File: src/common/road_pkg.sv
`default_nettype none

package road_pkg;

	// One matrix row, MSB is the leftmost LED
	typedef logic [7:0] row_t;
	// Row 0 is the top of the matrix
	typedef row_t frame_t [8];
	typedef logic [2:0] level_t;
	typedef logic [4:0] progress_t;
	typedef logic [3:0] max_addr_t;
	// Upper byte address, lower byte data
	typedef logic [15:0] max_word_t;

	typedef enum logic [1:0] {
		st_idle,
		st_play,
		st_over
	} game_state_t;

	// ----------------------------------------------------------------------
	// Game constants
	// ----------------------------------------------------------------------
	localparam int NUM_LEVELS     = 8;
	localparam int PROGRESS_STEPS = 32;

	// Car shape shown while idle
	localparam frame_t CAR_PICTURE = '{
		8'b00010000,
		8'b00000000,
		8'b00010000,
		8'b00111000,
		8'b01111100,
		8'b01111100,
		8'b00111000,
		8'b00010000
	};

	// Road edges with a few obstacles in between
	localparam row_t ROAD_PATTERN [8] = '{
		8'b10000001,
		8'b10010001,
		8'b10000001,
		8'b10000101,
		8'b10000001,
		8'b10100001,
		8'b10000001,
		8'b11000011
	};

	// ----------------------------------------------------------------------
	// MAX7219 registers
	// ----------------------------------------------------------------------
	localparam logic [3:0] DISPLAY_INTENSITY = 4'hA;

	localparam max_addr_t ADDR_DIGIT0     = 4'h1;
	localparam max_addr_t ADDR_DECODE     = 4'h9;
	localparam max_addr_t ADDR_INTENSITY  = 4'hA;
	localparam max_addr_t ADDR_SCAN_LIMIT = 4'hB;
	localparam max_addr_t ADDR_SHUTDOWN   = 4'hC;
	localparam max_addr_t ADDR_TEST       = 4'hF;

	// New top row: pattern picked by progress, rotated left by level
	function automatic row_t next_road_row(level_t level, progress_t progress);
		logic [15:0] doubled;
		doubled = {ROAD_PATTERN[progress[2:0]], ROAD_PATTERN[progress[2:0]]} << level;
		return doubled[15:8];
	endfunction

endpackage

`default_nettype wire

File: src/hw/button_debounce.sv
`default_nettype none

module button_debounce #(
	parameter int DEBOUNCE_CYCLES = 500_000
) (
	input  logic clock_50,
	input  logic reset,
	input  logic button_n,
	output logic press
);

	localparam int CNT_W = $clog2(DEBOUNCE_CYCLES + 1);

	// Two-flop synchronizer, idles high like the pin
	logic [1:0] sync;
	// Accepted level, high while pressed
	logic pressed;
	logic pressed_q;
	// Run of samples that differ from the accepted level
	logic [CNT_W-1:0] cnt;

	always_ff @(posedge clock_50) begin
		if (reset) begin
			sync      <= 2'b11;
			pressed   <= 1'b0;
			pressed_q <= 1'b0;
			cnt       <= '0;
			press     <= 1'b0;
		end else begin
			sync      <= {sync[0], button_n};
			pressed_q <= pressed;
			// One pulse per accepted press, none on release
			press     <= pressed & ~pressed_q;
			if (~sync[1] == pressed) begin
				// Glitch ended early, start over
				cnt <= '0;
			end else if (cnt == CNT_W'(DEBOUNCE_CYCLES - 1)) begin
				pressed <= ~sync[1];
				cnt     <= '0;
			end else begin
				cnt <= cnt + 1'b1;
			end
		end
	end

endmodule

`default_nettype wire

File: src/game/game_control.sv
`default_nettype none

module game_control import road_pkg::*; (
	input  logic        clock_50,
	input  logic        reset,
	input  logic        start,
	input  logic        step,
	output game_state_t state,
	output level_t      level,
	output progress_t   progress
);

	game_state_t state_next;
	// Step that closes the current level
	logic        wrap;
	// Step that closes the last level
	logic        last_step;

	assign wrap      = step && (progress == progress_t'(PROGRESS_STEPS - 1));
	assign last_step = wrap && (level == level_t'(NUM_LEVELS - 1));

	// ----------------------------------------------------------------------
	// Game FSM
	// ----------------------------------------------------------------------
	always_comb begin
		state_next = state;
		case (state)
			st_idle: begin
				if (start) begin
					state_next = st_play;
				end
			end
			st_play: begin
				// Start button ignored during a game
				if (last_step) begin
					state_next = st_over;
				end
			end
			st_over: begin
				if (start) begin
					state_next = st_idle;
				end
			end
			default: begin
				state_next = st_idle;
			end
		endcase
	end

	always_ff @(posedge clock_50) begin
		if (reset) begin
			state <= st_idle;
		end else begin
			state <= state_next;
		end
	end

	// ----------------------------------------------------------------------
	// Level and progress counters
	// ----------------------------------------------------------------------
	always_ff @(posedge clock_50) begin
		if (reset) begin
			level    <= '0;
			progress <= '0;
		end else if (state == st_idle && start) begin
			// Fresh game
			level    <= '0;
			progress <= '0;
		end else if (state == st_play && step) begin
			if (wrap) begin
				progress <= '0;
				// Level holds at the top once the game ends
				if (!last_step) begin
					level <= level + 1'b1;
				end
			end else begin
				progress <= progress + 1'b1;
			end
		end
	end

endmodule

`default_nettype wire

File: src/hw/step_timer.sv
`default_nettype none

module step_timer import road_pkg::*; #(
	parameter int STEP_CYCLES = 12_500_000
) (
	input  logic        clock_50,
	input  logic        reset,
	input  game_state_t state,
	input  level_t      level,
	output logic        step
);

	localparam int STEP_W = $clog2(STEP_CYCLES + 1);
	// Period cut per level
	localparam int LEVEL_DEC = STEP_CYCLES / 16;

	logic [STEP_W-1:0] cnt;
	logic [STEP_W-1:0] limit;

	// Faster steps on higher levels
	assign limit = STEP_W'(STEP_CYCLES) - STEP_W'(level) * STEP_W'(LEVEL_DEC);

	always_ff @(posedge clock_50) begin
		if (reset || state != st_play) begin
			cnt  <= '0;
			step <= 1'b0;
		end else if (cnt == limit - 1'b1) begin
			cnt  <= '0;
			step <= 1'b1;
		end else begin
			cnt  <= cnt + 1'b1;
			step <= 1'b0;
		end
	end

endmodule

`default_nettype wire

File: src/road/road_scroller.sv
`default_nettype none

module road_scroller import road_pkg::*; (
	input  logic        clock_50,
	input  logic        reset,
	input  game_state_t state,
	input  logic        step,
	input  level_t      level,
	input  progress_t   progress,
	output frame_t      frame
);

	// Row entering at the top on the next step
	row_t new_row;

	// Level and progress still hold their pre-step values here
	assign new_row = next_road_row(level, progress);

	// ----------------------------------------------------------------------
	// Row shift register
	// ----------------------------------------------------------------------
	always_ff @(posedge clock_50) begin
		if (reset || state == st_idle) begin
			// Blank road ready for the next game
			for (int i = 0; i < 8; i++) begin
				frame[i] <= '0;
			end
		end else if (state == st_play && step) begin
			frame[0] <= new_row;
			// Everything moves one row down, bottom row drops out
			for (int i = 1; i < 8; i++) begin
				frame[i] <= frame[i-1];
			end
		end
	end

endmodule

`default_nettype wire

File: src/max7219/max7219_driver.sv
`default_nettype none

module max7219_driver import road_pkg::*; (
	input  logic   clock_50,
	input  logic   reset,
	input  frame_t frame,
	output logic   max7219_din,
	output logic   max7219_ncs,
	output logic   max7219_clk
);

	// 1 load, 32 half periods of clk, 3 more with ncs high
	localparam int WORD_CYCLES = 36;
	// Cycle where ncs rises and latches the word
	localparam int SHIFT_END   = 32;

	typedef enum logic {
		ph_setup,
		ph_scan
	} phase_t;

	phase_t    phase;
	logic [2:0] setup_idx;
	// Column on screen, digit address minus one
	logic [2:0] col;
	logic [7:0] col_data;
	max_word_t  word;
	max_word_t  shreg;
	logic [5:0] cyc;

	// ----------------------------------------------------------------------
	// Word select
	// ----------------------------------------------------------------------
	always_comb begin
		// Column c is bit 7-c of each row, row 0 lands on data bit 7
		col_data = '0;
		for (int r = 0; r < 8; r++) begin
			col_data[7-r] = frame[r][3'd7 - col];
		end
		if (phase == ph_setup) begin
			case (setup_idx)
				3'd0:    word = {4'h0, ADDR_DECODE, 8'h00};
				3'd1:    word = {4'h0, ADDR_INTENSITY, 4'h0, DISPLAY_INTENSITY};
				3'd2:    word = {4'h0, ADDR_SCAN_LIMIT, 8'h07};
				3'd3:    word = {4'h0, ADDR_SHUTDOWN, 8'h01};
				default: word = {4'h0, ADDR_TEST, 8'h00};
			endcase
		end else begin
			word = {4'h0, ADDR_DIGIT0 + max_addr_t'(col), col_data};
		end
	end

	// Sequencer steps once per word, at the load
	always_ff @(posedge clock_50) begin
		if (reset) begin
			phase     <= ph_setup;
			setup_idx <= '0;
			col       <= '0;
		end else if (cyc == '0) begin
			if (phase == ph_setup) begin
				if (setup_idx == 3'd4) begin
					phase <= ph_scan;
				end else begin
					setup_idx <= setup_idx + 1'b1;
				end
			end else begin
				// Digits 1 to 8 forever
				col <= col + 1'b1;
			end
		end
	end

	// ----------------------------------------------------------------------
	// Serial shifter
	// ----------------------------------------------------------------------
	always_ff @(posedge clock_50) begin
		if (reset) begin
			cyc         <= '0;
			max7219_ncs <= 1'b1;
			max7219_clk <= 1'b0;
			max7219_din <= 1'b0;
		end else begin
			cyc <= (cyc == 6'(WORD_CYCLES - 1)) ? '0 : cyc + 1'b1;
			if (cyc == '0) begin
				// MSB out first
				max7219_ncs <= 1'b0;
				max7219_clk <= 1'b0;
				max7219_din <= word[15];
			end else if (cyc < 6'(SHIFT_END)) begin
				if (cyc[0]) begin
					// Receiver samples here
					max7219_clk <= 1'b1;
				end else begin
					// din only moves with clk low
					max7219_clk <= 1'b0;
					max7219_din <= shreg[14];
				end
			end else if (cyc == 6'(SHIFT_END)) begin
				max7219_ncs <= 1'b1;
				max7219_clk <= 1'b0;
				max7219_din <= 1'b0;
			end
		end
	end

	// Frame column captured once, at the start of the word
	always_ff @(posedge clock_50) begin
		if (cyc == '0) begin
			shreg <= word;
		end else if (cyc < 6'(SHIFT_END) && !cyc[0]) begin
			shreg <= shreg << 1;
		end
	end

endmodule

`default_nettype wire

File: src/hw/road_game_top.sv
`default_nettype none

module road_game_top import road_pkg::*; #(
	// STEP_CYCLES/2 must exceed two full refreshes (2 x 288 cycles)
	parameter int DEBOUNCE_CYCLES = 500_000,
	parameter int STEP_CYCLES     = 12_500_000
) (
	input  logic clock_50,
	input  logic reset,
	input  logic start_button_n,
	output logic max7219_din,
	output logic max7219_ncs,
	output logic max7219_clk
);

	logic        start_pulse;
	logic        step_pulse;
	game_state_t state;
	level_t      level;
	progress_t   progress;
	frame_t      road_frame;
	frame_t      disp_frame;

	// ----------------------------------------------------------------------
	// Input and game logic
	// ----------------------------------------------------------------------
	button_debounce #(
		.DEBOUNCE_CYCLES(DEBOUNCE_CYCLES)
	) u_start_debounce (
		.clock_50(clock_50),
		.reset(reset),
		.button_n(start_button_n),
		.press(start_pulse)
	);

	game_control u_game_control (
		.clock_50(clock_50),
		.reset(reset),
		.start(start_pulse),
		.step(step_pulse),
		.state(state),
		.level(level),
		.progress(progress)
	);

	step_timer #(
		.STEP_CYCLES(STEP_CYCLES)
	) u_step_timer (
		.clock_50(clock_50),
		.reset(reset),
		.state(state),
		.level(level),
		.step(step_pulse)
	);

	road_scroller u_road_scroller (
		.clock_50(clock_50),
		.reset(reset),
		.state(state),
		.step(step_pulse),
		.level(level),
		.progress(progress),
		.frame(road_frame)
	);

	// ----------------------------------------------------------------------
	// Display
	// ----------------------------------------------------------------------
	// Car picture while idle, road in play and frozen road after game over
	always_comb begin
		if (state == st_idle) begin
			disp_frame = CAR_PICTURE;
		end else begin
			disp_frame = road_frame;
		end
	end

	max7219_driver u_max7219_driver (
		.clock_50(clock_50),
		.reset(reset),
		.frame(disp_frame),
		.max7219_din(max7219_din),
		.max7219_ncs(max7219_ncs),
		.max7219_clk(max7219_clk)
	);

endmodule

`default_nettype wire

File: config.mk
export PLATFORM = sky130hd
export DESIGN_NAME = road_game_top
export DESIGN_NICKNAME = d
export VERILOG_FILES = /design/src/common/road_pkg.sv /design/src/hw/button_debounce.sv /design/src/game/game_control.sv /design/src/hw/step_timer.sv /design/src/road/road_scroller.sv /design/src/max7219/max7219_driver.sv /design/src/hw/road_game_top.sv
export SDC_FILE = /design/constraint.sdc
export NUM_CORES = 1
export LEC_CHECK = 0
export ABC_CLOCK_PERIOD_IN_PS = 5700
export BUFFER_PORTS_ARGS = -buffer_cell sky130_fd_sc_hd__buf_2
export CORE_MARGIN = 2
export CORE_UTILIZATION = 35
export DETAILED_ROUTE_END_ITERATION = 6
export GPL_TIMING_DRIVEN = 0
export PLACE_DENSITY = 0.47
export SKIP_CTS_REPAIR_TIMING = 1
export SYNTH_ARGS = -nofsm -noshare
export SYNTH_HDL_FRONTEND = slang
export SYNTH_SLANG_ARGS = --single-unit
File: constraint.sdc
create_clock -name clock_50 -period 5.7 [get_ports clock_50]
set_input_delay 0.57 -clock clock_50 [delete_from_list [all_inputs] [get_ports clock_50]]
set_output_delay 0.57 -clock clock_50 [all_outputs]
set_load 0.01 [all_outputs]
==> summary.txt <==
Yosys
  • Async SR Flop Fraction: 0%
  • Post-synth EDFFs: 15
  • Syn_area_per_cell: roughly 8.4 um^2
  • Mapped Area: ~8600 um^2
  • Synth Flop Type: dfxtp_1
  • Netlist cell types: 87
  • Post-synth net total: around 1,100
  • Yosys reg bits: about 150
  • Sequential fraction of the synthesis area: 37.6%
  • Synthesized instance count: 1,018
  • Yosys warnings: 0

STA
  • Fin. Hold Viols: 0
  • Slew @ Worst Pin: about 0.89 ns
  • Setup violators final: 0
  • Min Tclk post-route: roughly 4.7 ns
  • Setup TNS: 0 ns
  • Slew HR: between 40% and 50%
  • Fmax: 212 MHz
  • RSZ-0062 raised after global routing: false
  • Slew Viols, Final: 0
  • Final period util: 82.8%
  • Final hold slack: around 0.33 ns
  • Setup Skew: approximately 0.017 ns

Drt
  • DRT iter0 DRCs: between 300 and 400
  • DRC: 0
  • Post-DRT Antenna Nets: 0
  • Vias: 7,009
  • Detailed-route wire length: 21.1 mm
  • Avg Vias per Cell: ~5
  • First drt pass iteration count: 5
  • Wire per inst: roughly 15 um

Critical path
  • R2r startpoint: u_game_control.level[2]
  • CP startpoint kind: flop
  • Max stage delay on crit path: 0.66 ns
  • CP Launch Point: u_game_control.level[2]
  • Worst r2r dst: u_step_timer.cnt[2]
  • Most used cell, CP: fa_1
  • Worst setup EP type: flop
  • Crit path cell chain: fa_1 > ha_1 > fa_1 > buf_4 > xnor2_1 > o41ai_2 > nand4b_2 > a2111oi_4 > nand4_1 > o21a_1 > nor4_4 > buf_6 > a21oi_2
  • Crit-path max FO: 10
  • R2R Setup Slk: slightly below 1 ns
  • WP data arrival: approximately 5.0 ns
  • Max stage delay cell, worst path: dfxtp_1
  • CP Class: flop to flop
  • Required time of the critical path: roughly 6 ns
  • R2R cell count: 13
  • CP endpoint: u_step_timer.cnt[2]

Floorplanning
  • Initial Util: a little over a third
  • Placeable Area: 24,200 um^2
  • Die ar.: 25,800 um^2
  • Die width: ~160 um
  • IO Count: 6
  • Die height: approximately 160 um
  • # rows: 57

Clock tree
  • Clock transition at path regs: roughly 0.06 ns
  • CTS tree: done
  • Worst-skew pair later-pin latency: ~0.44 ns
  • CTS Buf Count: 17
  • Clock Tree Buf Depth: 2
  • CTS Root Cell: clkbuf_16
  • CTS sink count: between 150 and 200
  • H-tree Lvls: 4

Global route
  • Grt total ovfl: 0
  • Initial antenna violation count: 0
  • GRT Overall Usage: ~17%
  • First-pass GRT wire length: about 36 mm
  • Vias in the first global route: roughly 6,800
  • Pin count of the biggest net entering global routing: 18

Layout
  • Nets: around 1,100
  • Post-layout util: roughly 40%
  • Commonest cells after routing, fill and taps aside: nand2_1, dfxtp_1, a21oi_1
  • Layout fillers: 2,558
  • Area Overhead vs Synth: 11.8%
  • Commonest non-fill, non-tap cell in the layout: nand2_1
  • N_diodes: 0
  • Layout cell share with drive strength beyond 1: between 10% and 20%

Flow run
  • Max-cap viol count: 0

Placement
  • DP HPWL: ~15 mm
  • Routability Congestion: 0.789
  • IO Port Bufs: 5

Power and ir drop
  • Sequential share of power: 48.4%
  • Comb pwr share: around 4.5%
  • PwrDens: 248 nW/um^2
  • P_leak: between 3 and 4 nW
  • Net Sw Frac: around a quarter
  • Internal: roughly 1.8 mW
  • Peak VDD IR: 0.209 mV
  • Switching power: between 500 and 600 uW
  • Clk pwr share: between 40% and 50%

Outcome
  • Status: finished, final reports clean

Min path
  • Hold Path Cell Cnt: 2
  • Min-delay worst type: input port to flop
[through the flow]
stage | instance area, um^2 | worst slack (ns) | power (mW) | std cells
global route | 9610 | 0.711 | 2.49 | 1379
detailed placement | 9030 | 0.980 | 1.29 | 1347
floorplan | 8600 | 1.72 | 1.25 | 1018
finish | 9610 | 0.983 | 2.38 | 1379
CTS | 9610 | 0.970 | 2.42 | 1379
global placement | 9030 | 0.999 | 1.28 | 1347
[logic make-up after synthesis]
family	Yosys count	share of synthesized area, %
AOI/OAI and AO/OA	223	17.7
xor gates and xnor gates	81	9.21
adders and majority gates	30	4.61
buffers and inverters	87	4.61
DFF	154	37.6
muxes	29	4.22
and+or+nand+nor	414	22.0
[power groups by stage]
stage	clock, mW	sequential [mW]	combinational, mW
after floorplan	0	1.17	0.0792
after global placement	0	1.18	0.106
final	1.12	1.15	0.106
after CTS	1.16	1.15	0.108
after detailed placement	0	1.18	0.107
after global routing	1.20	1.16	0.123
[sequential cells by signal, indices dropped and copies added (netlist names), 2 cells and up]
signal and flops:
u_max7219_driver.shreg 15, u_max7219_driver.col 3, u_game_control.state 2, u_game_control.level 3
u_road_scroller.frame 64, u_max7219_driver.setup_idx 3, u_game_control.progress 5, u_start_debounce.sync 2
u_step_timer.cnt 24, u_start_debounce.cnt 19, u_max7219_driver.cyc 6
[worst max-delay path, delay by kind of cell (launching register included)]
kind	cells	cell delay (ns)
flops	1	0.66
fa+ha+maj	3	1.28
buf+inv	2	0.43
compound gates	4	0.93
simple gates	3	0.93
xor+xnor	1	0.37
[synthesized netlist by cell type, types with 21 or more instances]
cell type  count  area (um^2)
a21oi_1       87          435
a21oi_2       21          184
clkbuf_1      46          173
dfxtp_1      139         2780
ha_1          26          325
nand2_1      196          736
nand3_1       28          140
nor2_1        85          319
nor3_1        21          105
o21ai_0       30          150
xnor2_1       47          412
xor2_1        27          236
[cell type report]
class,count,area (um^2),share of cell area (%)
Clock buffer,18,429,4.46
Multi-Input combinational cell,777,4970,51.7
Clock inverter,14,151,1.57
Buffer,66,318,3.31
Timing Repair Buffer,5,25.0,0.260
Inverter,21,78.8,0.820
Tap cell,324,405,4.22
Sequential cell,154,3230,33.6
[layer usage]
metal / GRT usage (%) / vias to the layer above / share of wire, %
li1: - / 3582 / -
met1: 24.8 / 3335 / 54
met2: 26.2 / 77 / 43
met3: 3.02 / 15 / 2.8
met4: 4.26 / 0 / 0.84
met5: 0 / - / 0
[how the worst min path moves through the flow]
stage / from / to / slack (ns)
floorplan: u_start_debounce.pressed_q / u_start_debounce.press / 0.37
CTS: start_button_n / u_start_debounce.sync[0] / 0.31
global placement: u_start_debounce.pressed_q / u_start_debounce.press / 0.38
finish: start_button_n / u_start_debounce.sync[0] / 0.33
global route: start_button_n / u_start_debounce.sync[0] / 0.32
detailed placement: u_start_debounce.pressed_q / u_start_debounce.press / 0.38
Note: power is estimated with default switching activity, not from simulation.
